===== src/hdl/grabber_pkg.sv =====
// widths, conversion coefficients, offsets, saturation positions and dark thresholds
package grabber_pkg;

   //----------------------------------------------------------------------
   // data widths
   //----------------------------------------------------------------------
   localparam int SAMPLE_W = 8;    // one decoder byte
   localparam int CODE_W   = 10;   // byte with two zero bits below
   localparam int PROD_W   = 21;   // signed product / sum
   localparam int PIX_W    = 16;   // rgb565 word

   //----------------------------------------------------------------------
   // ycbcr to rgb coefficients, 8 fraction bits
   //----------------------------------------------------------------------
   localparam int K_Y  = 298;      // 1.164
   localparam int K_RV = 408;      // 1.596
   localparam int K_GV = 208;      // 0.813
   localparam int K_GU = 100;      // 0.392
   localparam int K_BU = 516;      // 2.017

   localparam int Y_OFFSET = 64;   // black level of scaled luma
   localparam int C_OFFSET = 512;  // zero point of scaled chroma

   // bit positions inside a sum
   localparam int SIGN_BIT = 20;
   localparam int OVF_HI   = 19;
   localparam int OVF_LO   = 18;
   localparam int R_LSB    = 13;   // red and blue keep 5 bits
   localparam int G_LSB    = 12;   // green keeps 6 bits

   //----------------------------------------------------------------------
   // dark pixel limits
   //----------------------------------------------------------------------
   localparam int DARK_RB_DIFF = 2;
   localparam int DARK_G_DIFF  = 3;   // against G/2
   localparam int DARK_R_MAX   = 8;
   localparam int DARK_G_MAX   = 15;
   localparam int DARK_B_MAX   = 8;

   localparam logic [PIX_W-1:0] PIX_DARK  = 16'h0000;
   localparam logic [PIX_W-1:0] PIX_LIGHT = 16'hFFFF;

endpackage

===== src/hdl/sample_gate.sv =====
// odd field and line selection, byte sequencing and group decimation
`timescale 1ns/1ps

module sample_gate #(
   parameter int GROUP_SKIP = 1
)
(
   input  logic                             clk_llc,
   input  logic                             resetx,
   input  logic                             vref,
   input  logic                             href,
   input  logic                             odd,
   input  logic [grabber_pkg::SAMPLE_W-1:0] vpo,
   output logic                             samp_valid,
   output logic [grabber_pkg::SAMPLE_W-1:0] samp_y,
   output logic [grabber_pkg::SAMPLE_W-1:0] samp_cb,
   output logic [grabber_pkg::SAMPLE_W-1:0] samp_cr
);

   localparam int GRP_W = (GROUP_SKIP > 0) ? $clog2(GROUP_SKIP + 1) : 1;

   logic             field_act;
   logic             href_d;
   logic             href_rise;
   logic             line_tog;
   logic             take;
   logic             grp_end;
   logic [1:0]       code_cnt;  // 0 cb, 1 y, 2 cr, 3 y
   logic [GRP_W-1:0] grp_cnt;

   assign field_act = odd & vref;
   assign href_rise = href & ~href_d;
   // toggle seen as already flipped in the cycle of the href rise
   assign take      = field_act & href & (line_tog ^ href_rise);
   assign grp_end   = take & (code_cnt == 2'd3);

   //----------------------------------------------------------------------
   // line toggle, byte and group counters
   //----------------------------------------------------------------------
   always_ff @(posedge clk_llc or negedge resetx)
   begin
      if (!resetx)
      begin
         href_d     <= 1'b0;
         line_tog   <= 1'b0;
         code_cnt   <= 2'd0;
         grp_cnt    <= '0;
         samp_valid <= 1'b0;
      end
      else
      begin
         href_d     <= href;
         line_tog   <= line_tog ^ href_rise;       // runs across fields
         code_cnt   <= take ? code_cnt + 2'd1 : 2'd0;
         if (!take)
            grp_cnt <= '0;
         else if (grp_end)
            grp_cnt <= (grp_cnt == GRP_W'(GROUP_SKIP)) ? '0 : grp_cnt + 1'b1;
         samp_valid <= grp_end & (grp_cnt == '0); // kept group only
      end
   end

   // second y of a group is never captured
   always_ff @(posedge clk_llc)
   begin
      if (take && code_cnt == 2'd0) samp_cb <= vpo;
      if (take && code_cnt == 2'd1) samp_y  <= vpo;
      if (take && code_cnt == 2'd2) samp_cr <= vpo;
   end

endmodule


===== config.mk =====
export PLATFORM = sky130hd
export DESIGN_NAME = sample_gate
export DESIGN_NICKNAME = d
export VERILOG_FILES = /design/src/hdl/grabber_pkg.sv /design/src/hdl/sample_gate.sv
export SDC_FILE = /design/constraint.sdc
export NUM_CORES = 1
export LEC_CHECK = 0
export ABC_AREA = 1
export BUFFER_PORTS_ARGS = -buffer_cell sky130_fd_sc_hd__buf_2
export CORE_MARGIN = 3
export CORE_UTILIZATION = 40
export CTS_BUF_LIST = sky130_fd_sc_hd__clkbuf_8
export DETAILED_ROUTE_END_ITERATION = 8
export PLACE_DENSITY_LB_ADDON = 0.1
export REMOVE_ABC_BUFFERS = 1
export SLEW_MARGIN = 20
export SYNTH_ARGS = -nofsm -noshare
export SYNTH_HDL_FRONTEND = slang
export SYNTH_SLANG_ARGS = --single-unit

===== constraint.sdc =====
create_clock -name clk_llc -period 1.59 [get_ports clk_llc]
set_input_delay 0.159 -clock clk_llc [delete_from_list [all_inputs] [get_ports clk_llc]]
set_output_delay 0.159 -clock clk_llc [all_outputs]
set_load 0.01 [all_outputs]

==> reports/results.ini <==
[layout]
final_nets=123
fin_cells=135
multiInputGateArea_sq_um=126
antenna_cells=0
fillCellCount=194
final_core_util=0.593
syn_to_final_growth_pct=33.3
drive_gt1_frac=0.458
seqCellArea_sq_um=871

[clock_network]
clkTransAtPathRegs_ps=60
root_buffer=clkbuf_8
cts.hold.buffers_added=1
numCtsBuffers=5
htreeDepth=2
cts_sinks=30
cts_tree=built
worst_skew_pair.late_latency_ps=270
cts_resized=0
cts_setup_buffers=0
ctsLongestPathBuffers=2

[drt]
vias=604
ant_nets=0
routedWlPerCell_um=12.6
drcViolationCount=0
first_pass_iters=4
viasPerCell=4.47
drtIter0Drc=14
wirelength_mm=1.70

[timing]
fin_tns_setup_ps=0
setup_viol=0
finClkSkew_ps=1.31
fin_crit_ps=1260
slew_headroom=0.906
setup_ws_ps=333
finalHoldViolations=0
rsz0062_at_grt=no
clock.fmax_ghz=0.796
worstMarginPinSlew_ps=140
final_max_slew_viol_count=0
fin_crit_sh=0.790

[synthesis]
synth_cell_types=11
ys_seq_area_frac=0.845
synth_top_area_frac=0.699
netlist_area_sq_um=1030
yosys-top-cells-area=edfxtp_1 (70%), dfrtp_1 (15%), ha_1 (4.9%)
synth_seq_cells=30
yosysWarnings=0
synthCells=58
syn_area_per_cell_sq_um=17.8
synth_top_area_cell=edfxtp_1

[floorplan]
design.portCount=38
die_w_um=56.8
design.die.area_sq_um=3220
placementRows=17
die_y_um=56.8
core_area_sq_um=2320
initial_core_util=0.445

[critical_path]
endpoint_kind=flip-flop
critPathMaxFanout=8
crit_top_cell=inv_1
cp_top_family=flip-flops
required_ps=1570
arrival_ps=1230
cp-start-kind=flip-flop
cp_slowest_cell=dfrtp_1
slowest_delay_ps=410
path_buf_inv=3
cp_cell_sequence=inv_1 -> ha_1 -> inv_1 -> nor2_1 -> buf_4
worst-setup-path-type=reg -> reg
r2r_slack_ps=330

[grt]
grt_pass1_vias=570
antenna_found_initial=0
grt_max_degree=10
grt_pass1_wl_mm=2.59
grt_usage=0.113
globalRouteOverflowTotal=0

[placement]
io_buffers=37
gp_congestion=0.666
placedCellCount=126
dp_hpwl_mm=1.26
place_ws_ps=330

[flow_run]
maxCapViolations=0

[pwr]
power_density_nw_per_um2=1100
ir_drop_mv=0.712
total_power_uw=1510
p_leak_uw=0.000607

[status]
status=complete, no violations

[hold_path]
hold_class=in -> reg

per-stage QoR:
stage	cell area (sq um)	hold slack, ps
2_1_floorplan	1030	-137
3_3_place_gp	1270	-11.8
3_5_place_dp	1270	-9.09
4_1_cts	1370	22.0
5_1_grt	1370	25.4
6_report	1370	35.5
flip-flops by register name, summed over array words and instances, names as in the netlist:
name,cells
samp_cr,8
samp_y,8
grp_cnt,1
samp_cb,8
samp_valid,1
href_d,1
line_tog,1
code_cnt,2
cells in the final DEF, fill, tap and decap left out:
master         instances
inv_1                 11
nand3_1                1
and3_2                 1
xnor2_1                1
ha_1                   4
dfrtp_1                6
buf_4                  3
edfxtp_1              24
dlygate4sd3_1          1
buf_2                 37
nand2_1                3
nand2_2                1
nor2_1                 7
clkbuf_8               6
nand2_4                1
cell type report:
cell class              count  area share
well taps                  28      0.0255
flip-flops and latches     30       0.634
multi-input cells          19      0.0920
repair buffers             41       0.158
inverters                   9      0.0246
clock buffers               6      0.0601
clock inverters             2     0.00546
Yosys cell counts:
master,number
edfxtp_1,24
inv_1,9
ha_1,4
nand3_1,1
xnor2_1,1
nand2_1,3
nand2_4,1
and3_2,1
nand2_2,1
nor2_1,7
dfrtp_1,6
worst register-to-register path, delay by kind of cell (launching register included):
family,cells,cell delay (ps)
flip-flops,1,410
AND/OR/NAND/NOR,1,90
buffers and inverters,3,310
adder cells (fa/ha/maj),1,150
path summary, 6_finish.rpt:
kind | startpoint | to | cells after the start
min in group asynchronous | resetx | code_cnt[0] | 2
max in group asynchronous | resetx | samp_valid | 2
hold reg to reg | code_cnt[0] | code_cnt[0] | 1
setup reg to reg | code_cnt[0] | samp_cr[1] | 5
hold / removal | href | href_d | 1
setup / recovery | code_cnt[0] | samp_cr[1] | 5
where the power goes:
| part | switching [uW] | internal (uW) |
|---|---|---|
| Sequential | 5.47 | 864 |
| Clock | 247 | 339 |
| Combinational | 34.5 | 25.2 |
kinds of logic (layout without fill, tap and decap cells):
family	Yosys count	in the layout	synth area share
XOR/XNOR	1	1	0.00850
buffers and inverters	9	58	0.0328
AND/OR/NAND/NOR	14	14	0.0655
adder cells (fa/ha/maj)	4	4	0.0485
flip-flops	30	30	0.845
layer usage:
layer  global-route usage  part of all wire
met3               0.0529              0.11
met5                    0                 0
met4               0.0795             0.020
met1                0.118              0.36
met2                0.178              0.51
No activity file was read; power rests on OpenSTA's default activity.
