**config.mk**
```make
export PLATFORM = sky130hd
export DESIGN_NAME = frame_writer
export DESIGN_NICKNAME = d
export VERILOG_FILES = /design/src/hdl/grabber_pkg.sv /design/src/hdl/frame_writer.sv
export SDC_FILE = /design/constraint.sdc
export NUM_CORES = 1
export LEC_CHECK = 0
export BUFFER_PORTS_ARGS = -buffer_cell sky130_fd_sc_hd__buf_2
export CAP_MARGIN = 5
export CORE_MARGIN = 8
export CORE_UTILIZATION = 35
export CTS_BUF_LIST = sky130_fd_sc_hd__clkbuf_4
export DETAILED_ROUTE_END_ITERATION = 8
export PLACE_DENSITY = 0.74
export SYNTH_ARGS = -nofsm -noshare
export SYNTH_HDL_FRONTEND = slang
export SYNTH_SLANG_ARGS = --single-unit
```
**constraint.sdc**
```tcl
create_clock -name clk_llc -period 3.05 [get_ports clk_llc]
set_input_delay 0.4575 -clock clk_llc [delete_from_list [all_inputs] [get_ports clk_llc]]
set_output_delay 0.4575 -clock clk_llc [all_outputs]
set_load 0.03 [all_outputs]
```
**src/hdl/grabber_pkg.sv**
```systemverilog
// widths, conversion coefficients, offsets, saturation positions and dark thresholds
package grabber_pkg;

   //----------------------------------------------------------------------
   // data widths
   //----------------------------------------------------------------------
   localparam int SAMPLE_W = 8;    // one decoder byte
   localparam int CODE_W   = 10;   // byte with two zero bits below
   localparam int PROD_W   = 21;   // signed product / sum
   localparam int PIX_W    = 16;   // rgb565 word

   //----------------------------------------------------------------------
   // ycbcr to rgb coefficients, 8 fraction bits
   //----------------------------------------------------------------------
   localparam int K_Y  = 298;      // 1.164
   localparam int K_RV = 408;      // 1.596
   localparam int K_GV = 208;      // 0.813
   localparam int K_GU = 100;      // 0.392
   localparam int K_BU = 516;      // 2.017

   localparam int Y_OFFSET = 64;   // black level of scaled luma
   localparam int C_OFFSET = 512;  // zero point of scaled chroma

   // bit positions inside a sum
   localparam int SIGN_BIT = 20;
   localparam int OVF_HI   = 19;
   localparam int OVF_LO   = 18;
   localparam int R_LSB    = 13;   // red and blue keep 5 bits
   localparam int G_LSB    = 12;   // green keeps 6 bits

   //----------------------------------------------------------------------
   // dark pixel limits
   //----------------------------------------------------------------------
   localparam int DARK_RB_DIFF = 2;
   localparam int DARK_G_DIFF  = 3;   // against G/2
   localparam int DARK_R_MAX   = 8;
   localparam int DARK_G_MAX   = 15;
   localparam int DARK_B_MAX   = 8;

   localparam logic [PIX_W-1:0] PIX_DARK  = 16'h0000;
   localparam logic [PIX_W-1:0] PIX_LIGHT = 16'hFFFF;

endpackage
```
**src/hdl/frame_writer.sv**
```systemverilog
// bank toggling, write address counter and end-of-field interrupts
`timescale 1ns/1ps

module frame_writer #(
   parameter int ADDR_W = 15
)
(
   input  logic                          clk_llc,
   input  logic                          resetx,
   input  logic                          vref,
   input  logic                          odd,
   input  logic                          pix_valid,
   input  logic [grabber_pkg::PIX_W-1:0] pix_data,
   output logic                          wr_en,
   output logic [ADDR_W:0]               wr_adr,
   output logic [grabber_pkg::PIX_W-1:0] wr_data,
   output logic                          irq0,
   output logic                          irq1
);

   logic              field_act;
   logic              field_d;
   logic              field_rise;
   logic              field_fall;
   logic              fall_d;
   logic              bank;      // bank being filled
   logic [ADDR_W-1:0] pix_adr;

   assign field_act  = odd & vref;
   assign field_rise = field_act & ~field_d;
   assign field_fall = ~field_act & field_d;

   // write goes out in the pix_valid cycle
   assign wr_en   = pix_valid;
   assign wr_adr  = {bank, pix_adr};
   assign wr_data = pix_data;

   //----------------------------------------------------------------------
   // bank, address and 2-cycle interrupt
   //----------------------------------------------------------------------
   always_ff @(posedge clk_llc or negedge resetx)
   begin
      if (!resetx)
      begin
         field_d <= 1'b0;
         fall_d  <= 1'b0;
         bank    <= 1'b0;
         pix_adr <= '0;
         irq0    <= 1'b0;
         irq1    <= 1'b0;
      end
      else
      begin
         field_d <= field_act;
         fall_d  <= field_fall;
         bank    <= bank ^ field_rise;
         if (!field_act)
            pix_adr <= '0;
         else if (pix_valid)
            pix_adr <= pix_adr + 1'b1;
         irq0 <= (field_fall | fall_d) & bank;    // bank 1 finished
         irq1 <= (field_fall | fall_d) & ~bank;   // bank 0 finished
      end
   end

endmodule

```
==> run metrics <==
Clock Latency Late Sink=0.30 ns; Clock Path Buffers=2; DRC viols=0; Post-CTS Setup Repair Bufs=0; status=completed; number of global-route vias before repair=801; Iter 0 DRT Violations=32; Distinct cells, synth=24; R2R cell count=3; RSZ-0062 raised after global routing=no; initial antenna violation count=0; Cell Area, Synth=1050 sq um; Vias=773; DRT antenna net count=0; number of primary I/O pins=56; Core Footprint=2950 sq um; worst vdd ir=0.103 mV; Rel. slew slack=63.4%; max_cap viols=0; Static Leak=0.000504 uW; wire per inst=15.5 um; Filler cells=305; type of destination of the critical path=flip-flop; largest net degree at the start of global routing=21; Slew Limit Fails=0; mean post-synth cell area=9.94 sq um; die height=70.9 um; Syn Inst Count=106; Site Rows=20; startpoint types=flip-flop; Final Skew=0.00168 ns; final setup fails=0; Crit Path Max Fanout=14; Crit Path Class=flip-flop to flip-flop; share of layout cells above drive strength 1=25.0%; Layout Nets=135; measured slew at the worst slew-check pin=0.548 ns; hold buffer count at cts=0; Yosys reg bits=20; Area Overhead vs Synth=2.97%; Reg2Reg Setup Slack=1.30 ns; CTS clk-pin slew, worst paths=0.11 ns; RR Endpoint=pix_adr[12]$_DFFE_PN0P_; post-DP HPWL=1710 um; Die ar.=5020 sq um; Arr. time, crit path=1.97 ns; Ys Warns=0; minimum clock period after layout=1.75 ns; H-tree levels=1; length of the first detailed-routing pass in iterations=4; port bufs=23; syn nets=128; Fin. Hold Viols=0; WL final=2250 um; Inserted Clock Buffers=3; clock sink count=20; Die W=70.9 um; Root Driver=clkbuf_4; CTS tree=done; global route overflow=0; setup_tns=0 ns; PostCTS Resize Cnt=0; period utilization=57.3%; CP Data Required Time=3.27 ns; Hold Path Class=primary input to asynchronous set/reset pin; routability cong.=0.778; starting density of the core=35.7%; GRT Total Usage=8.94%; Inst Count DP=141; vias per inst=5.33; n_diodes=0; first-pass GRT wire length=3680 um; r2r startpoint=pix_adr[3]$_DFFE_PN0P_; power per cell area=453 nW/um^2; Fmax=572 MHz; Cell Count, Final, Fillers Out=145; Seq/Total Area, Yosys=47.5%
[per-layer routing]
| metal | track usage (%) | vias to the layer above | wire (um) |
|---|---|---|---|
| met4 | 3.00 | 0 | 22 |
| met5 | 0 | - | 0 |
| li1 | - | 368 | - |
| met1 | 9.20 | 360 | 904 |
| met2 | 15.0 | 41 | 1090 |
| met3 | 4.94 | 4 | 229 |
[where the power goes]
group          internal, uW  leakage (uW)  switching (uW)  total, uW
combinational          20.4      0.000215            52.0       72.4
clock                  47.7     0.0000154            81.2        129
sequential              280      0.000273            10.7        290
[cell families after synthesis]
kind of cell               after synthesis  share of synthesized area [%]
buffers and inverters                   22                           14.7
DFF                                     20                           47.5
adders and majority gates                1                           1.19
and+or+nand+nor                         38                           20.5
muxes                                    3                           2.85
AOI/OAI and AO/OA                       17                           9.03
xor gates and xnor gates                 5                           4.16
[worst max-delay path: stages (launching register included)]
cell,delay [ns]
dfrtp_1,0.46
nand4_1,0.41
or4_1,0.64
a21oi_1,0.16
[layout make-up]
class / instances / area, sq um / share of cell area, %
flip-flops and latches: 20 / 500 / 46.1
multi-input cells: 64 / 398 / 36.7
repair buffers: 23 / 115 / 10.6
well taps: 33 / 41.3 / 3.81
clock buffers: 3 / 22.5 / 2.08
clock inverters: 1 / 3.75 / 0.346
inverters: 1 / 3.75 / 0.346
[cells in the final DEF (no fill, tap or decap), types with 2 or more instances in the layout]
cell type	count
or4_1	4
xor2_1	4
nor4_1	2
nand4_1	5
o31ai_1	4
nand2b_1	2
or3_1	3
o21ai_0	4
nand3_1	2
mux2i_1	3
clkbuf_4	3
a21oi_1	9
buf_2	23
nor2_1	7
nand2_1	9
dfrtp_1	20
[worst max-delay path by stage]
stage,startpoint,depth (start not counted),slack [ns],endpoint
floorplan,pix_adr[0]$_DFFE_PN0P_,4,1.38,pix_adr[10]$_DFFE_PN0P_
global placement,pix_adr[3]$_DFFE_PN0P_,3,1.41,pix_adr[10]$_DFFE_PN0P_
detailed placement,pix_adr[3]$_DFFE_PN0P_,3,1.35,pix_adr[10]$_DFFE_PN0P_
CTS,pix_adr[3]$_DFFE_PN0P_,3,1.32,pix_adr[10]$_DFFE_PN0P_
global route,pix_adr[3]$_DFFE_PN0P_,3,1.14,pix_adr[10]$_DFFE_PN0P_
finish,pix_adr[3]$_DFFE_PN0P_,3,1.30,pix_adr[12]$_DFFE_PN0P_
[per-stage QoR]
step | utilization (%) | hold slack, ns | area (sq um) | worst slack [ns] | total power, uW
floorplan | - | 0.162 | 1050 | 1.38 | 393
global placement | 35.8 | 0.415 | 1060 | 1.41 | 366
detailed placement | 35.8 | 0.432 | 1060 | 1.35 | 371
CTS | 36.7 | 0.104 | 1080 | 1.32 | 496
global route | 36.7 | 0.107 | 1080 | 1.14 | 513
finish | 36.7 | 0.0837 | 1080 | 1.30 | 492
[cell usage after synthesis]
library cell / instances / area share (%)
a21oi_1: 9 / 4.3
and2_1: 1 / 0.59
buf_2: 1 / 0.47
buf_4: 19 / 14
clkbuf_1: 1 / 0.36
dfrtp_1: 20 / 48
ha_1: 1 / 1.2
inv_1: 1 / 0.36
mux2i_1: 3 / 2.9
nand2_1: 9 / 3.2
nand2b_1: 2 / 1.2
nand3_1: 2 / 0.95
nand4_1: 5 / 3.0
nand4_4: 1 / 2.0
nor2_1: 7 / 2.5
nor2b_1: 1 / 0.59
nor4_1: 2 / 1.2
o21ai_0: 4 / 1.9
o31ai_1: 4 / 2.9
or3_1: 3 / 1.8
or3_2: 1 / 0.71
or4_1: 4 / 2.9
xnor2_1: 1 / 0.83
xor2_1: 4 / 3.3
[state kept, by name, summed over array words and instances, names as in the netlist]
| register | cells |
|---|---|
| irq0 | 1 |
| irq1 | 1 |
| bank | 1 |
| field_d | 1 |
| fall_d | 1 |
| pix_adr | 15 |
Power figures use the tool's default switching activity.
