<file path="config.mk">
export PLATFORM = sky130hd
export DESIGN_NAME = dark_detect
export DESIGN_NICKNAME = d
export VERILOG_FILES = /design/src/hdl/grabber_pkg.sv /design/src/hdl/dark_detect.sv
export SDC_FILE = /design/constraint.sdc
export NUM_CORES = 1
export LEC_CHECK = 0
export BUFFER_PORTS_ARGS = -buffer_cell sky130_fd_sc_hd__buf_4
export CORE_ASPECT_RATIO = 0.8
export CORE_MARGIN = 2
export CORE_UTILIZATION = 42
export CTS_BUF_LIST = sky130_fd_sc_hd__clkbuf_2
export CTS_CLUSTER_SIZE = 20
export DETAILED_ROUTE_END_ITERATION = 10
export PLACE_DENSITY = 0.8
export RECOVER_POWER = 50
export SLEW_MARGIN = 20
export SYNTH_ARGS = -nofsm -noshare
export SYNTH_HDL_FRONTEND = slang
export SYNTH_SLANG_ARGS = --single-unit
</file>
<file path="constraint.sdc">
create_clock -name clk_llc -period 0.8 [get_ports clk_llc]
set_input_delay 0.04 -clock clk_llc [delete_from_list [all_inputs] [get_ports clk_llc]]
set_output_delay 0.04 -clock clk_llc [all_outputs]
set_load 0.005 [all_outputs]
</file>
<file path="src/hdl/grabber_pkg.sv">
// widths, conversion coefficients, offsets, saturation positions and dark thresholds
package grabber_pkg;

   //----------------------------------------------------------------------
   // data widths
   //----------------------------------------------------------------------
   localparam int SAMPLE_W = 8;    // one decoder byte
   localparam int CODE_W   = 10;   // byte with two zero bits below
   localparam int PROD_W   = 21;   // signed product / sum
   localparam int PIX_W    = 16;   // rgb565 word

   //----------------------------------------------------------------------
   // ycbcr to rgb coefficients, 8 fraction bits
   //----------------------------------------------------------------------
   localparam int K_Y  = 298;      // 1.164
   localparam int K_RV = 408;      // 1.596
   localparam int K_GV = 208;      // 0.813
   localparam int K_GU = 100;      // 0.392
   localparam int K_BU = 516;      // 2.017

   localparam int Y_OFFSET = 64;   // black level of scaled luma
   localparam int C_OFFSET = 512;  // zero point of scaled chroma

   // bit positions inside a sum
   localparam int SIGN_BIT = 20;
   localparam int OVF_HI   = 19;
   localparam int OVF_LO   = 18;
   localparam int R_LSB    = 13;   // red and blue keep 5 bits
   localparam int G_LSB    = 12;   // green keeps 6 bits

   //----------------------------------------------------------------------
   // dark pixel limits
   //----------------------------------------------------------------------
   localparam int DARK_RB_DIFF = 2;
   localparam int DARK_G_DIFF  = 3;   // against G/2
   localparam int DARK_R_MAX   = 8;
   localparam int DARK_G_MAX   = 15;
   localparam int DARK_B_MAX   = 8;

   localparam logic [PIX_W-1:0] PIX_DARK  = 16'h0000;
   localparam logic [PIX_W-1:0] PIX_LIGHT = 16'hFFFF;

endpackage
</file>
<file path="src/hdl/dark_detect.sv">
// rgb565 saturation and dark pixel classification
`timescale 1ns/1ps

module dark_detect
(
   input  logic                                clk_llc,
   input  logic                                resetx,
   input  logic                                rgb_valid,
   input  logic signed [grabber_pkg::PROD_W-1:0] sum_r,
   input  logic signed [grabber_pkg::PROD_W-1:0] sum_g,
   input  logic signed [grabber_pkg::PROD_W-1:0] sum_b,
   output logic                                pix_valid,
   output logic        [grabber_pkg::PIX_W-1:0]  pix_data
);

   import grabber_pkg::*;

   localparam int RB_W = OVF_LO - R_LSB;   // 5
   localparam int G_W  = OVF_LO - G_LSB;   // 6

   logic [RB_W-1:0] r, b, g_half;
   logic [RB_W-1:0] d_br, d_gb, d_gr;
   logic [G_W-1:0]  g;
   logic            dark;

   // negative -> 0, overflow -> all ones
   assign r = sum_r[SIGN_BIT] ? '0 : (sum_r[OVF_HI] | sum_r[OVF_LO]) ? '1 : sum_r[R_LSB +: RB_W];
   assign g = sum_g[SIGN_BIT] ? '0 : (sum_g[OVF_HI] | sum_g[OVF_LO]) ? '1 : sum_g[G_LSB +: G_W];
   assign b = sum_b[SIGN_BIT] ? '0 : (sum_b[OVF_HI] | sum_b[OVF_LO]) ? '1 : sum_b[R_LSB +: RB_W];

   assign g_half = g[G_W-1:1];
   assign d_br   = (b < r) ? r - b : b - r;
   assign d_gb   = (g_half < b) ? b - g_half : g_half - b;
   assign d_gr   = (g_half < r) ? r - g_half : g_half - r;

   // near grey and low on all channels
   assign dark = (d_br <= RB_W'(DARK_RB_DIFF)) && (d_gb <= RB_W'(DARK_G_DIFF)) &&
                 (d_gr <= RB_W'(DARK_G_DIFF)) && (r < RB_W'(DARK_R_MAX)) &&
                 (g < G_W'(DARK_G_MAX)) && (b < RB_W'(DARK_B_MAX));

   always_ff @(posedge clk_llc or negedge resetx)
   begin
      if (!resetx)
         pix_valid <= 1'b0;
      else
         pix_valid <= rgb_valid;
   end

   always_ff @(posedge clk_llc)
   begin
      if (rgb_valid)
         pix_data <= dark ? PIX_DARK : PIX_LIGHT;
   end

endmodule

</file>
==> results.md <==
- The flow ran to the end, but the final reports show violations.
- The final reports fail on negative setup slack.
- The placed wire-length estimate is 3620 um.
- For the worst setup path, the data arrival time is 2.27 ns.
- The post-route minimum period is 2.35 ns.
- Entering global routing, the biggest net connects 17 pins.
- The first-pass GRT wire length is 7290 um.
- The sort of element at the end of the critical path is a flip-flop.
- The worst hold path belongs to the class in -> async.
- The clock slew seen by the registers of the worst setup and hold paths is 0.04 ns.
- The number of global-route vias before repair is 1742.
- For this run, the top clock speed supported by timing is 426 MHz.
- The worst max-slew margin expressed relative to the limit is 77.2%.
- The DRC violation count after routing is 0.
- The sort of element at the start of the critical path is an input port.
- TritonCTS built the clock tree.
- The most critical setup path has its endpoint at pix_data[14].
- The highest ir drop seen on vdd is 0.000456 V.
- The initial antenna violation count was 0.
- The number of ports placed on the die boundary is 83.
- The core occupancy in the finished layout is 72.8%.
- Together, buffers and inverters on the worst path number 4.
- In the final routed layout, each cell accounts on average for 14.2 um.
- The cell total after placement is 321.
- The hold violation total from the final report came to 0.
- The number of clock buffers added by TritonCTS is 3.
- The die covers 4010 um^2.
- The total global routing overflow is 0.
- Of all flip-flops after synthesis, the portion carrying an async set or reset was 50.0%.
- The per-cell via count in the routed design is 5.16.
- The total clock sinks is 2.
- After layout, the worst path uses 293% of the clock period.
- The number of nets in the synthesized netlist is 303.
- The deepest level of the CTS H-tree is 1.
- After technology mapping, the gate count stands at 204.
- The start-to-end type of the worst setup path is in -> reg.
- The floorplan has 19 rows.
- The portion of the post-synthesis area used by sequential elements is 3.73%.
- For this design the static power due to leakage is 1.22 nW.
- The register bit total from synthesis is 2.
- Power spread over the standard cell area amounts to 867 nW/um^2.
- Grouping stages by cell kind, the critical path spends the most delay in compound AO/OA/AOI/OAI gates.
- Setup violations remaining at the end of the flow were counted as 17.
- In this run the cell area of the synthesized design comes to 1480 um^2.
- The total wirelength of the detailed-routed design is 4720 um.
- At the pin with the least slew margin, the transition time is 0.340 ns.
- The floorplan step set the die height to 57.0 um.
- For this design, the slowest cell found on the critical path is fa_2.
- The die is 70.3 um wide.
- During placement, the flow inserted port buffers numbering 44.
- The delay of the slowest cell on the worst path is 0.37 ns.
- The critical path startpoint is sum_r[18].
- Setup repair after global routing could not meet its margin everywhere.
- The mean instance size in the synthesized netlist is 7.24 um^2.
- Across all layers, the routed design uses 1718 vias.
- The critical-path maximum fanout is 5.
- In this run the standard cell core region covers 3400 um^2.
- Summed over all failing endpoints, the final setup total negative slack is -3.81 ns.
- Relative to the synthesized area, the layout overhead comes to 67.6%.
- Across all setup checks in the final design, the least slack found is -1.55 ns.
- The number of enable flip-flop cells after synthesis is 1.
- The proportion of layout cells with a drive suffix above 1 is 54.3%.
- Data on the critical path is required at its endpoint by 0.72 ns.
- After the first detailed-routing iteration, the DRC count stood at 68.
- The unique cell type count in the Yosys netlist is 48.
- For this configuration, the core starts out at a cell density of 43.4%.
- The signal on the critical path passes through buf_4 > or2_2 > nor2_1 > or2_2 > inv_1 > ha_1 > inv_1 > fa_2 > a21oi_2 > o211a_1 > nor3_1 > o32ai_2 > buf_4 > o2111ai_2.
- The first-pass iteration count of the detailed router is 4.
- The tree is rooted in a clkbuf_2.
- The number of nets still failing antenna checks after routing is 0.
- 0 antenna diodes ended up in the layout.
- The finished layout holds 333 standard cells, fillers aside.
- The total of warnings raised by yosys is 0.
- Routability-driven placement finished with a final weighted congestion of 0.915.
- The most frequently used flop master after synthesis is edfxtp_1.
- The final layout contains 391 nets.
- The critical path depth in cells is 14.
- Counting along the longest clock path gives a buffer depth of 2.
- The overall fraction of global-route tracks in use is 22.2%.
- The number of pins with negative max-slew slack in the final report is 0.
- Across the run, the number of max-cap violations was 0.
-- cells by family after synthesis --
group,Yosys count,share of synthesized area [%]
AND/OR/NAND/NOR,78,26.7
AO/OA/AOI/OAI,41,19.9
XOR/XNOR,6,3.56
flip-flops,2,3.73
adder cells (fa/ha/maj),33,31.0
buffers and inverters,44,15.1
-- how the worst min path moves through the flow --
stage	start	end	slack, ns
2_1_floorplan	resetx	pix_valid	-0.26
3_3_place_gp	resetx	pix_valid	-0.18
3_5_place_dp	resetx	pix_valid	-0.18
4_1_cts	resetx	pix_valid	0.15
5_1_grt	resetx	pix_valid	0.20
6_report	resetx	pix_valid	0.18
-- metrics by stage --
step	instance area [um^2]	worst slack (ns)	power, W	hold slack [ns]
finish	2470	-1.55	0.00215	0.182
global route	2470	-1.62	0.00232	0.199
global placement	2110	-1.74	0.00153	-0.184
floorplan	1500	-1.67	0.000983	-0.256
CTS	2250	-1.57	0.00187	0.152
detailed placement	2110	-1.82	0.00158	-0.182
-- state kept, by name, summed over array words and instances (netlist names) --
name       flops
pix_valid      1
pix_data       1
-- layout make-up --
class | count | area, um^2
fill | 247 | 925
tap | 42 | 52.6
sequential | 2 | 55.1
inverter | 25 | 98.8
clock buffer | 4 | 20.0
multi-input combinational | 158 | 1400
timing repair buffer | 102 | 851
-- power breakdown --
group / switching (W) / leakage [nW] / internal [W]
clock: 0.0000652 / 0.0166 / 0.000131
sequential: 0.00000291 / 0.0217 / 0.000114
combinational: 0.000867 / 1.18 / 0.000965
-- metal layers --
metal | wire, um | up-vias | part of all wire, % | track usage, %
li1 | - | 851 | - | -
met1 | 2040 | 784 | 43 | 27.7
met2 | 2310 | 67 | 49 | 40.8
met3 | 234 | 16 | 5.0 | 1.94
met4 | 131 | 0 | 2.8 | 6.87
met5 | 0 | - | 0 | 0
-- Yosys cell counts (2+ instances only) --
cell       number  area share, %
fa_1            6            8.1
clkbuf_1        3           0.76
or2_2          13            5.5
nor2b_1         3            1.3
o2111ai_1       2            1.2
nor3_1          6            2.0
inv_1          25            6.4
nand2_1         6            1.5
a31oi_1         2           0.85
nand2b_1        5            2.1
a21o_1          2            1.0
nand3_1         3            1.0
a21oi_1        10            3.4
buf_4          15            7.6
ha_1           27             23
o21ai_0         5            1.7
xnor2_1         4            2.4
a2111oi_0       2            1.2
xor2_1          2            1.2
and3_1          2           0.85
o32ai_1         3            1.8
nor2_1         32            8.1
-- cells in the final DEF (no fill, tap or decap), types with 2 or more instances in the layout --
master,instances
ha_1,20
or2_2,8
nand3_1,2
o21ai_0,4
nor3_1,5
a21o_1,2
nor2b_1,3
a21oi_2,5
clkbuf_2,4
nand2_1,6
buf_4,78
and3_1,2
xor2_1,2
nor2_2,5
ha_2,3
o32ai_2,2
buf_6,19
inv_2,4
dlygate4sd3_1,2
inv_1,19
xnor2_1,3
nand2b_1,4
a21oi_1,5
fa_2,5
nor2_1,26
inv_4,2
ha_4,4
or2_4,5
-- timing repair --
item | 4_1_cts | 5_1_grt
hold endpoints to repair | 2 | 0
pin swaps | 12 | 19
setup buffers | 3 | 3
setup endpoints to repair | 17 | 17
hold buffers | 2 | 0
gates resized for setup | 16 | 53
Power figures use the tool's default switching activity.
