--- config.mk ---
export PLATFORM = sky130hd
export DESIGN_NAME = ycc_to_rgb
export DESIGN_NICKNAME = d
export VERILOG_FILES = /design/src/hdl/grabber_pkg.sv /design/src/hdl/ycc_to_rgb.sv
export SDC_FILE = /design/constraint.sdc
export NUM_CORES = 1
export LEC_CHECK = 0
export ABC_AREA = 1
export BUFFER_PORTS_ARGS = -buffer_cell sky130_fd_sc_hd__buf_4
export CAP_MARGIN = 10
export CORE_ASPECT_RATIO = 0.75
export CORE_UTILIZATION = 60
export DETAILED_ROUTE_END_ITERATION = 12
export PLACE_DENSITY = 0.8
export SYNTH_ARGS = -nofsm -noshare
export SYNTH_HDL_FRONTEND = slang
export SYNTH_SLANG_ARGS = --single-unit
--- constraint.sdc ---
create_clock -name clk_llc -period 2.8 [get_ports clk_llc]
set_input_delay 0.14 -clock clk_llc [delete_from_list [all_inputs] [get_ports clk_llc]]
set_output_delay 0.14 -clock clk_llc [all_outputs]
set_load 0.01 [all_outputs]
--- src/hdl/grabber_pkg.sv ---
// widths, conversion coefficients, offsets, saturation positions and dark thresholds
package grabber_pkg;

   //----------------------------------------------------------------------
   // data widths
   //----------------------------------------------------------------------
   localparam int SAMPLE_W = 8;    // one decoder byte
   localparam int CODE_W   = 10;   // byte with two zero bits below
   localparam int PROD_W   = 21;   // signed product / sum
   localparam int PIX_W    = 16;   // rgb565 word

   //----------------------------------------------------------------------
   // ycbcr to rgb coefficients, 8 fraction bits
   //----------------------------------------------------------------------
   localparam int K_Y  = 298;      // 1.164
   localparam int K_RV = 408;      // 1.596
   localparam int K_GV = 208;      // 0.813
   localparam int K_GU = 100;      // 0.392
   localparam int K_BU = 516;      // 2.017

   localparam int Y_OFFSET = 64;   // black level of scaled luma
   localparam int C_OFFSET = 512;  // zero point of scaled chroma

   // bit positions inside a sum
   localparam int SIGN_BIT = 20;
   localparam int OVF_HI   = 19;
   localparam int OVF_LO   = 18;
   localparam int R_LSB    = 13;   // red and blue keep 5 bits
   localparam int G_LSB    = 12;   // green keeps 6 bits

   //----------------------------------------------------------------------
   // dark pixel limits
   //----------------------------------------------------------------------
   localparam int DARK_RB_DIFF = 2;
   localparam int DARK_G_DIFF  = 3;   // against G/2
   localparam int DARK_R_MAX   = 8;
   localparam int DARK_G_MAX   = 15;
   localparam int DARK_B_MAX   = 8;

   localparam logic [PIX_W-1:0] PIX_DARK  = 16'h0000;
   localparam logic [PIX_W-1:0] PIX_LIGHT = 16'hFFFF;

endpackage
--- src/hdl/ycc_to_rgb.sv ---
// two-stage fixed-point ycbcr to rgb product and sum pipeline
`timescale 1ns/1ps

module ycc_to_rgb
(
   input  logic                                  clk_llc,
   input  logic                                  resetx,
   input  logic                                  samp_valid,
   input  logic        [grabber_pkg::SAMPLE_W-1:0] samp_y,
   input  logic        [grabber_pkg::SAMPLE_W-1:0] samp_cb,
   input  logic        [grabber_pkg::SAMPLE_W-1:0] samp_cr,
   output logic                                  rgb_valid,
   output logic signed [grabber_pkg::PROD_W-1:0]   sum_r,
   output logic signed [grabber_pkg::PROD_W-1:0]   sum_g,
   output logic signed [grabber_pkg::PROD_W-1:0]   sum_b
);

   import grabber_pkg::*;

   logic        [CODE_W-1:0] y_code;
   logic        [CODE_W-1:0] cb_code;
   logic        [CODE_W-1:0] cr_code;
   logic signed [PROD_W-1:0] y_s;
   logic signed [PROD_W-1:0] cb_s;
   logic signed [PROD_W-1:0] cr_s;
   logic signed [PROD_W-1:0] p_y;
   logic signed [PROD_W-1:0] p_rv;
   logic signed [PROD_W-1:0] p_gv;
   logic signed [PROD_W-1:0] p_gu;
   logic signed [PROD_W-1:0] p_bu;
   logic                     valid1;

   assign y_code  = {samp_y, 2'b00};   // x4 scaling
   assign cb_code = {samp_cb, 2'b00};
   assign cr_code = {samp_cr, 2'b00};

   assign y_s  = $signed(PROD_W'(y_code)) - PROD_W'(Y_OFFSET);
   assign cb_s = $signed(PROD_W'(cb_code)) - PROD_W'(C_OFFSET);
   assign cr_s = $signed(PROD_W'(cr_code)) - PROD_W'(C_OFFSET);

   //----------------------------------------------------------------------
   // stage 1 products, stage 2 sums
   //----------------------------------------------------------------------
   always_ff @(posedge clk_llc or negedge resetx)
   begin
      if (!resetx)
      begin
         valid1    <= 1'b0;
         rgb_valid <= 1'b0;
      end
      else
      begin
         valid1    <= samp_valid;
         rgb_valid <= valid1;
      end
   end

   always_ff @(posedge clk_llc)
   begin
      if (samp_valid)
      begin
         p_y  <= y_s  * PROD_W'(K_Y);
         p_rv <= cr_s * PROD_W'(K_RV);
         p_gv <= cr_s * PROD_W'(K_GV);
         p_gu <= cb_s * PROD_W'(K_GU);
         p_bu <= cb_s * PROD_W'(K_BU);
      end
      if (valid1)
      begin
         sum_r <= p_y + p_rv;
         sum_g <= p_y - p_gv - p_gu;
         sum_b <= p_y + p_bu;
      end
   end

endmodule

==> metrics, run 1 <==
CTS tree=done; CP Capture Type=flop; first-pass GRT wire length=roughly 46000 µm; number of global-route vias before repair=9379; FF-to-FF Start=p_y[14]; Multi-input gate area=7310 µm²; Crit Path Class=input port to flop; Peak VDD IR=0.000734 V; max capacitance violation total=0; share of layout cells above drive strength 1=20.0%; Worst-Margin Slew=1.08 ns; core area=18800 µm²; fin crit share=109%; HPWL after DPL=21400 µm; Setup-failing EPs final=11; combinational family with the most area after synthesis=adder cells; placed cell area=~13000 µm²; Max Root-Sink Buffers=2; CTS clk-pin slew, worst paths=~0.060 ns; Mean Syn Cell Area=just under 9 µm²; vias=about 9700; DRC Markers=0; Mapped Cells=1314; gr usage total=between 30% and 40%; Synth Area in Compound Gates=about 5.6%; initial antenna violation count=0; # diodes=0; CTS H-tree depth=4; per-cell routed wire length=16.7 µm; Final Hold Fails=0; pre-CTS WS=-0.696 ns; XOR/XNOR share of the synthesized area=5.15%; worst setup margin=-0.258 ns; die area=approximately 20000 µm²; CP Launch Type=input port; Root Buffer=clkbuf_16; Row Count=43; Num CTS Buffers=17; Worst slew margin=28.1%; mux cell area share after synthesis=0%; port buffer count=81; Final min period=3.06 ns; CP required=2.98 ns; # nets final=1773; RSZ-0062 raised after global routing=true; violated checks=setup timing; Reg2Reg Setup Slack=0.24 ns; total congestion overflow=0; Layout area overhead=24.0%; Max Slew Vio Count=0; filler cell count=1236; die extent in y=123 µm; outcome=complete, but fails checks; flip-flop and latch area=slightly below 4000 µm²; Simple-Gate Fraction of Synth Area=17.3%; leakage power total=7.34 nW; Die Wd=around 160 µm; DR pass1 iterations=5; Worst EP arrival=3.24 ns; Max FO, Critical Path=3; Yosys cell types=36; Initial Util=62.3%; register area share after synthesis=approximately 33%; largest net degree at the start of global routing=78; adder-cell share of the synthesized area=29.5%; via-per-instance ratio=about 5.5; Power Density=1050 nW/µm²; post-layout instance area=about 15000 µm²; Sink Count=about 130; DR iter-0 viols=between 800 and 900; DRT antenna net count=0; final wirelength=around 29000 µm; worst skew pair latency=roughly 0.43 ns; Yosys warnings=0; #FFs+latches synth=~130; mapped cell area=11700 µm²; worst hold path class=input port to asynchronous set/reset pin; Fmax achieved=327 MHz; clk_skew=0.00973 ns; gp weighted congestion=0.960; crit path from=samp_y[4]; # IOs=91
## per-layer routing
metal / track usage, % / up-vias / share of wire, %
li1: - / 4617 / -
met2: 47.9 / 437 / 45
met3: 5.64 / 80 / 7.7
met1: 42.0 / 4520 / 44
met5: 0 / - / 0
met4: 10.8 / 0 / 3.3
## placed cells by master (no fill, tap or decap), types with 8 or more instances in the layout
master	synthesis	layout
xor2_1	54	54
edfxtp_1	127	127
xnor2_1	13	12
clkbuf_16	0	17
o21ai_0	13	12
nand2_2	14	19
dlygate4sd3_1	0	8
fa_1	57	53
conb_1	1	9
inv_2	5	14
buf_6	0	8
ha_1	185	157
ha_4	0	28
inv_1	265	251
o21bai_1	10	10
nand2_1	296	288
a21oi_1	66	57
buf_4	12	158
nand4_1	14	14
nand3_1	72	68
a21oi_2	3	9
nor2_1	65	61
## synth_stat cells
cell type | n | share of area [%]
a211oi_1 | 1 | 0.064
a21boi_0 | 2 | 0.13
a21o_1 | 4 | 0.26
a21oi_1 | 66 | 2.8
a21oi_2 | 3 | 0.22
a31oi_1 | 3 | 0.16
and2_0 | 1 | 0.053
and2_1 | 3 | 0.16
buf_4 | 12 | 0.77
conb_1 | 1 | 0.032
dfrtp_1 | 2 | 0.43
edfxtp_1 | 127 | 33
fa_1 | 57 | 9.7
ha_1 | 185 | 20
inv_1 | 265 | 8.5
inv_2 | 5 | 0.16
nand2_1 | 296 | 9.5
nand2_2 | 14 | 0.75
nand2_4 | 1 | 0.096
nand3_1 | 72 | 3.1
nand3_2 | 2 | 0.17
nand3b_1 | 1 | 0.064
nand4_1 | 14 | 0.75
nor2_1 | 65 | 2.1
nor2_2 | 1 | 0.053
nor3_1 | 6 | 0.26
nor3_2 | 3 | 0.26
o211ai_1 | 1 | 0.064
o21a_1 | 3 | 0.19
o21ai_0 | 13 | 0.56
o21ai_1 | 1 | 0.043
o21ai_2 | 6 | 0.45
o21bai_1 | 10 | 0.64
xnor2_1 | 13 | 0.97
xor2_1 | 54 | 4.0
xor2_2 | 1 | 0.14
## layout make-up
type	count	share of cell area, %
Multi-Input combinational cell	911	50.4
Sequential cell	129	26.6
Inverter	270	7.11
Timing Repair Buffer	175	9.48
Clock buffer	19	2.98
Tap cell	247	2.13
Clock inverter	13	1.32
## through the flow
stage / std cells / hold slack (ns) / utilization (%) / power [mW] / TNS [ns]
2_1_floorplan: 1322 / -0.156 / - / 9.41 / -3.83
3_3_place_gp: 1708 / -0.0779 / 71.1 / 11.7 / -7.69
3_5_place_dp: 1708 / -0.0769 / 71.1 / 12.0 / -9.45
4_1_cts: 1755 / 0.0273 / 76.0 / 14.7 / -1.12
6_report: 1764 / 0.0308 / 77.3 / 15.2 / -1.97
5_1_grt: 1764 / 0.0236 / 77.3 / 16.4 / -2.92
## cells by family (layout without fill, tap and decap cells)
family          after synthesis  count (layout)
compound gates              113             113
xor+xnor                     68              68
fa+ha+maj                   242             242
buf+inv                     282             477
flops                       129             129
other cells                   1               9
simple gates                479             479
## what timing repair did
action,4_1_cts,5_1_grt
endpoints found under the setup margin,10,16
pin swaps,15,25
setup buffers,7,10
resized for setup,26,35
hold buffers,8,0
hold endpoints to repair,9,0
## flip-flops by register name (all words and copies together), names as in the netlist
| name | count |
|---|---|
| p_bu | 17 |
| valid1 | 1 |
| p_y | 18 |
| sum_r | 17 |
| sum_g | 18 |
| sum_b | 16 |
| p_gu | 12 |
| p_rv | 15 |
| rgb_valid | 1 |
| p_gv | 14 |
## final timing paths
path / endpoint / cells after the start
max: p_y[16] / 18
min: rgb_valid / 2
max reg2reg: sum_g[19] / 10
min reg2reg: sum_g[3] / 0
max in group asynchronous: valid1 / 2
min in group clk_llc: p_gv[7] / 2
## where the power goes
group          switching, mW  internal [mW]  leakage, nW
logic                   5.47           3.73         5.77
registers              0.394           3.20         1.26
clock network          0.834           1.56        0.301
## worst max-delay path, cell delays in order
cell and delay (ns):
buf_6 0.08, clkinvlp_4 0.12, ha_4 0.21, xnor2_4 0.17, inv_4 0.08, ha_4 0.23
ha_4 0.26, inv_2 0.03, fa_2 0.53, fa_1 0.42, inv_2 0.08, ha_4 0.22
a21oi_4 0.16, o21ai_4 0.09, nand2_2 0.08, nand2_2 0.06, buf_4 0.14, xor2_1 0.13
Power figures use the tool's default switching activity.
==> run 2: changes to the inputs <==
--- a/config.mk
+++ b/config.mk
@@ -9,9 +9,9 @@
 export BUFFER_PORTS_ARGS = -buffer_cell sky130_fd_sc_hd__buf_4
 export CAP_MARGIN = 10
 export CORE_ASPECT_RATIO = 0.75
-export CORE_UTILIZATION = 60
+export CORE_MARGIN = 4
+export CORE_UTILIZATION = 33
 export DETAILED_ROUTE_END_ITERATION = 12
-export PLACE_DENSITY = 0.8
 export SYNTH_ARGS = -nofsm -noshare
 export SYNTH_HDL_FRONTEND = slang
 export SYNTH_SLANG_ARGS = --single-unit
==> metrics, run 2 (synthesized netlist as in run 1, its figures left out) <==
Final min period=3.08 ns (was 3.06 ns); HPWL after DPL=23200 µm (was 21400 µm); Core Util, Final=42.3% (was 77.3%); flip-flop and latch area=3860 µm² (unchanged); # IOs=91 (unchanged); Power Density=996 nW/µm² (was 1050 nW/µm²); outcome=complete, but fails checks (unchanged); clk_skew=0.0114 ns (was 0.00973 ns); GRT met3 Usage=1.96% (was 5.64%); worst path cell trace=buf_8 -> clkinvlp_4 -> ha_4 -> xnor2_2 -> inv_2 -> ha_4 -> ha_4 -> inv_2 -> fa_2 -> fa_1 -> inv_2 -> ha_4 -> nand2_4 -> o21ai_4 -> nand2_2 -> nand2_4 -> nand2_2 -> nand3_2 -> nand2_1 (was buf_6 -> clkinvlp_4 -> ha_4 -> xnor2_4 -> inv_4 -> ha_4 -> ha_4 -> inv_2 -> fa_2 -> fa_1 -> inv_2 -> ha_4 -> a21oi_4 -> o21ai_4 -> nand2_2 -> nand2_2 -> buf_4 -> xor2_1); vias=9040 (was 9654); final wirelength=27800 µm (was 29500 µm); worst setup margin=-0.275 ns (was -0.258 ns); Setup-failing EPs final=10 (was 11); placed cells=1930 (was 1708); first-pass GRT wire length=45100 µm (was 46300 µm); Critical-path top delay cell=fa_1 (was fa_2); total power=14.7 mW (was 15.2 mW); die area=38600 µm² (was 20100 µm²); Top Usage Layer GRT=met2 (unchanged); Final Hold Fails=0 (unchanged); Initial Util=33.6% (was 62.3%); die extent in y=171 µm (was 123 µm); filler cell count=3392 (was 1236); Layout area overhead=25.8% (was 24.0%); CTS tree=done (unchanged); # nets final=1776 (was 1773); total congestion overflow=0 (unchanged); CTS H-tree depth=4 (unchanged); Buf/Inv on CP=5 (was 6); worst skew pair latency=0.42 ns (was 0.43 ns); leakage power total=7.31 nW (was 7.34 nW); Crit path depth=19 (was 18); violated checks=setup timing (unchanged); Max Slew Vio Count=0 (unchanged); Fmax achieved=325 MHz (was 327 MHz); largest net degree at the start of global routing=78 (unchanged); Worst EP arrival=3.25 ns (was 3.24 ns); DR pass1 iterations=5 (unchanged); DRC Markers=0 (unchanged); port buffer count=81 (unchanged); CP Capture Type=flop (unchanged); Non-Filler Instances=1979 (was 1764); biggest regs=p_y (18), sum_g (18) (unchanged); gp weighted congestion=0.906 (was 0.960); gr usage total=14.6% (was 30.3%); Num CTS Buffers=17 (unchanged); RSZ-0062 raised after global routing=true (unchanged); share of layout cells above drive strength 1=20.9% (was 20.0%); CP Launch Type=input port (unchanged); Max Root-Sink Buffers=2 (unchanged); Worst slew margin=33.7% (was 28.1%); Sink Count=129 (unchanged); Row Count=59 (was 43); Peak VDD IR=0.000564 V (was 0.000734 V); fin crit share=110% (was 109%); worst hold path class=input port to asynchronous set/reset pin (unchanged); Crit Path Class=input port to flop (unchanged); grt met1 use=21.8% (was 42.0%); Max FO, Critical Path=4 (was 3); post-layout instance area=14700 µm² (was 14500 µm²); Die Wd=225 µm (was 163 µm); r2r worst-path depth=10 (unchanged); CP max stage delay=0.50 ns (was 0.53 ns); Root Buffer=clkbuf_16 (unchanged); CTS clk-pin slew, worst paths=0.06 ns (about the same); core area=34800 µm² (was 18800 µm²); per-cell routed wire length=14.1 µm (was 16.7 µm); CP most frequent cell=ha_4 (unchanged); Worst-Margin Slew=0.995 ns (was 1.08 ns); number of global-route vias before repair=8911 (was 9379); placed cell area=13700 µm² (was 13400 µm²); DR iter-0 viols=577 (was 896); final hold slack=0.0399 ns (was 0.0308 ns); via-per-instance ratio=4.57 (was 5.47); CP required=2.98 ns (about the same); max capacitance violation total=0 (unchanged); initial antenna violation count=4 (was 0); met2 global-route usage=22.4% (was 47.9%); Multi-input gate area=7320 µm² (was 7310 µm²); DRT antenna net count=0 (unchanged); top cell family by delay on the critical path=adder cells (unchanged); most frequent cells in the layout=nand2_1 (287), inv_1 (250), buf_4 (165), ha_1 (156), edfxtp_1 (127) (was nand2_1 (288), inv_1 (251), buf_4 (158), ha_1 (157), edfxtp_1 (127)); most common cell after layout, fill and taps aside=nand2_1 (unchanged)
-- run 2: layer usage --
layer  wire length (µm)  up-vias
met3               1050       30
met5                 13        -
met1              14300     4232
li1                   -     4613
met4                519        2
met2              12000      163
-- run 2: area by class of cell --
class | instances | area share (%)
Inverter | 270 | 7.00
Tap cell | 457 | 3.88
Clock inverter | 15 | 0.900
Timing Repair Buffer | 178 | 9.37
Sequential cell | 129 | 26.2
Multi-Input combinational cell | 911 | 49.7
Antenna cell | 2 | 0.0340
Clock buffer | 17 | 2.89
-- run 2: path summary, 6_finish.rpt --
| kind | start | end | slack (ns) |
|---|---|---|---|
| setup reg to reg | p_y[9] | sum_g[19] | 0.28 |
| max in group asynchronous | resetx | valid1 | 2.66 |
| hold / removal | resetx | valid1 | 0.04 |
| setup / recovery | samp_y[4] | p_y[18] | -0.28 |
| hold reg to reg | p_y[3] | sum_g[3] | 0.46 |
| min in group clk_llc | samp_cr[1] | p_gv[7] | 0.05 |
-- run 2: repair_timing --
| action | CTS | global route |
|---|---|---|
| hold buffers | 7 | 0 |
| gates resized for setup | 16 | 43 |
| buffers inserted | 2 | 7 |
| pin swaps | 11 | 20 |
| hold endpoints to repair | 8 | 0 |
| setup endpoints to repair | 11 | 21 |
-- run 2: through the flow --
stage                     TNS [ns]  setup WS, ns
after floorplan              -3.83        -0.484
after global placement       -9.17        -0.714
after detailed placement    -10.08        -0.766
after CTS                    -2.03        -0.255
after global routing         -3.42        -0.398
final                        -2.05        -0.275
-- run 2: power by group --
part / internal (mW) / total, mW / leakage (nW) / switching [mW]
Sequential: 3.20 / 3.54 / 1.26 / 0.345
Clock: 1.22 / 2.10 / 0.258 / 0.881
Combinational: 3.68 / 9.03 / 5.79 / 5.35
==> run 3: changes to the inputs <==
--- a/config.mk
+++ b/config.mk
@@ -10,7 +10,7 @@
 export CAP_MARGIN = 10
 export CORE_ASPECT_RATIO = 0.75
 export CORE_MARGIN = 4
-export CORE_UTILIZATION = 33
+export CORE_UTILIZATION = 40
 export DETAILED_ROUTE_END_ITERATION = 12
 export SYNTH_ARGS = -nofsm -noshare
 export SYNTH_HDL_FRONTEND = slang
==> metrics, run 3 (synthesized netlist as in run 1, its figures left out) <==
outcome=complete, but fails checks (unchanged); Num CTS Buffers=17 (unchanged); FF-to-FF Start=p_y[8] (was p_y[9]); Final min period=3.03 ns (was 3.08 ns); Max FO, Critical Path=3 (was 4); CTS tree=done (unchanged); CP most frequent cell=ha_4 (unchanged); Die Wd=206 µm (was 225 µm); gr usage total=17.7% (was 14.6%); port buffer count=81 (unchanged); total power=14.9 mW (was 14.7 mW); Worst slew margin=25.5% (was 33.7%); most frequent cells in the layout=nand2_1 (285), inv_1 (252), buf_4 (169), ha_1 (156), edfxtp_1 (127) (was nand2_1 (287), inv_1 (250), buf_4 (165), ha_1 (156), edfxtp_1 (127)); Power Density=1010 nW/µm² (was 996 nW/µm²); biggest regs=p_y (18), sum_g (18) (unchanged); share of layout cells above drive strength 1=21.7% (was 20.9%); gp weighted congestion=0.896 (was 0.906); # IOs=91 (unchanged); Reg2Reg Setup Slack=0.28 ns (about the same); Initial Util=41.1% (was 33.6%); r2r worst-path depth=10 (unchanged); vias=9042 (was 9040); Root Buffer=clkbuf_16 (unchanged); DRT antenna net count=0 (unchanged); DR pass1 iterations=6 (was 5); Layout area overhead=26.4% (was 25.8%); core area=28400 µm² (was 34800 µm²); DRC Markers=0 (unchanged); Worst EP arrival=3.21 ns (was 3.25 ns); Final Hold Fails=0 (unchanged); CP Launch Type=input port (unchanged); crit path from=samp_y[4] (unchanged); largest net degree at the start of global routing=78 (unchanged); number of global-route vias before repair=8680 (was 8911); top cell family by delay on the critical path=adder cells (unchanged); max capacitance violation total=0 (unchanged); initial antenna violation count=1 (was 4); clk_skew=0.0134 ns (was 0.0114 ns); final hold slack=0.0370 ns (was 0.0399 ns); # nets final=1784 (was 1776); worst setup margin=-0.229 ns (was -0.275 ns); worst hold path class=input port to asynchronous set/reset pin (unchanged); Max Slew Vio Count=0 (unchanged); worst skew pair latency=0.43 ns (was 0.42 ns); leakage power total=7.39 nW (was 7.31 nW); Sink Count=129 (unchanged); filler cell count=2589 (was 3392); violated checks=setup timing (unchanged); most common cell after layout, fill and taps aside=nand2_1 (unchanged); Crit path depth=19 (unchanged); Peak VDD IR=0.000501 V (was 0.000564 V); CP required=2.98 ns (about the same); CP max stage delay=0.54 ns (was 0.50 ns); Crit Path Class=input port to flop (unchanged); Buf/Inv on CP=5 (unchanged); first-pass GRT wire length=44800 µm (was 45100 µm); Setup-failing EPs final=9 (was 10); die area=32100 µm² (was 38600 µm²); fin crit share=108% (was 110%); CP endpoint=p_y[20] (was p_y[18]); CTS clk-pin slew, worst paths=0.06 ns (about the same); worst r2r dst=sum_g[19] (unchanged); Fmax achieved=330 MHz (was 325 MHz); CP Capture Type=flop (unchanged); RSZ-0062 raised after global routing=true (unchanged); DR iter-0 viols=550 (was 577); Max Root-Sink Buffers=2 (unchanged); Critical-path top delay cell=fa_1 (unchanged); total congestion overflow=0 (unchanged); Worst-Margin Slew=1.12 ns (was 0.995 ns); per-cell routed wire length=14.6 µm (was 14.1 µm); Core Util, Final=52.0% (was 42.3%); worst path cell trace=buf_8 -> clkinvlp_4 -> ha_4 -> xnor2_4 -> inv_2 -> ha_4 -> ha_4 -> inv_2 -> fa_2 -> fa_1 -> inv_2 -> ha_4 -> nand2_4 -> o21ai_4 -> nand2_2 -> nand2_4 -> nand2_4 -> nand3_2 -> nand2_1 (was buf_8 -> clkinvlp_4 -> ha_4 -> xnor2_2 -> inv_2 -> ha_4 -> ha_4 -> inv_2 -> fa_2 -> fa_1 -> inv_2 -> ha_4 -> nand2_4 -> o21ai_4 -> nand2_2 -> nand2_4 -> nand2_2 -> nand3_2 -> nand2_1); HPWL after DPL=22500 µm (was 23200 µm); via-per-instance ratio=4.72 (was 4.57); final wirelength=27900 µm (was 27800 µm); Row Count=53 (was 59); CTS H-tree depth=4 (unchanged); die extent in y=156 µm (was 171 µm)
[run 3: stage by stage]
step	TNS (ns)	std cells	cell area, µm²	worst slack [ns]
after floorplan	-3.83	1322	12000	-0.484
after global placement	-8.34	1860	13600	-0.605
after detailed placement	-9.42	1860	13600	-0.691
after CTS	-1.11	1903	14400	-0.190
after global routing	-2.31	1914	14800	-0.316
final	-1.23	1914	14800	-0.229
[run 3: layout make-up]
type	count	area (µm²)	share of cell area [%]
multi-input cells	911	7370	49.8
flip-flops and latches	129	3860	26.1
repair buffers	186	1460	9.89
inverters	270	1030	6.97
well taps	385	482	3.26
clock buffers	17	425	2.88
clock inverters	15	158	1.07
diodes	1	2.50	0.0169
[run 3: how the worst min path moves through the flow]
stage	startpoint	end	slack, ns	depth (start not counted)
floorplan	resetx	rgb_valid	-0.16	0
global placement	resetx	rgb_valid	-0.07	1
detailed placement	resetx	rgb_valid	-0.07	1
CTS	resetx	rgb_valid	0.02	2
global route	resetx	rgb_valid	0.02	2
finish	resetx	rgb_valid	0.04	2
[run 3: metal layers]
| layer | routed length (µm) | up-vias | part of all wire (%) | track usage, % |
|---|---|---|---|---|
| li1 | - | 4648 | - | - |
| met2 | 11900 | 178 | 43 | 26.8 |
| met1 | 14300 | 4184 | 51 | 27.0 |
| met3 | 1230 | 32 | 4.4 | 2.78 |
| met5 | 0 | - | 0 | 0 |
| met4 | 403 | 0 | 1.4 | 3.86 |
[run 3: power breakdown]
| part | internal [mW] | leakage (nW) | switching (mW) |
|---|---|---|---|
| Sequential | 3.20 | 1.26 | 0.339 |
| Clock | 1.32 | 0.278 | 0.907 |
| Combinational | 3.77 | 5.85 | 5.42 |
[run 3: worst reg2reg max path, delay by kind of cell (launching register included)]
family | cells | cell delay (ns)
compound gates | 1 | 0.15
fa+ha+maj | 2 | 0.90
flops | 1 | 0.51
simple gates | 7 | 0.71
[run 3: repair_timing]
action | in CTS | in global routing
setup endpoints to repair | 10 | 21
hold buffers | 7 | 0
setup buffers | 4 | 10
hold endpoints to repair | 8 | 0
resized for setup | 19 | 57
pin swaps | 16 | 29
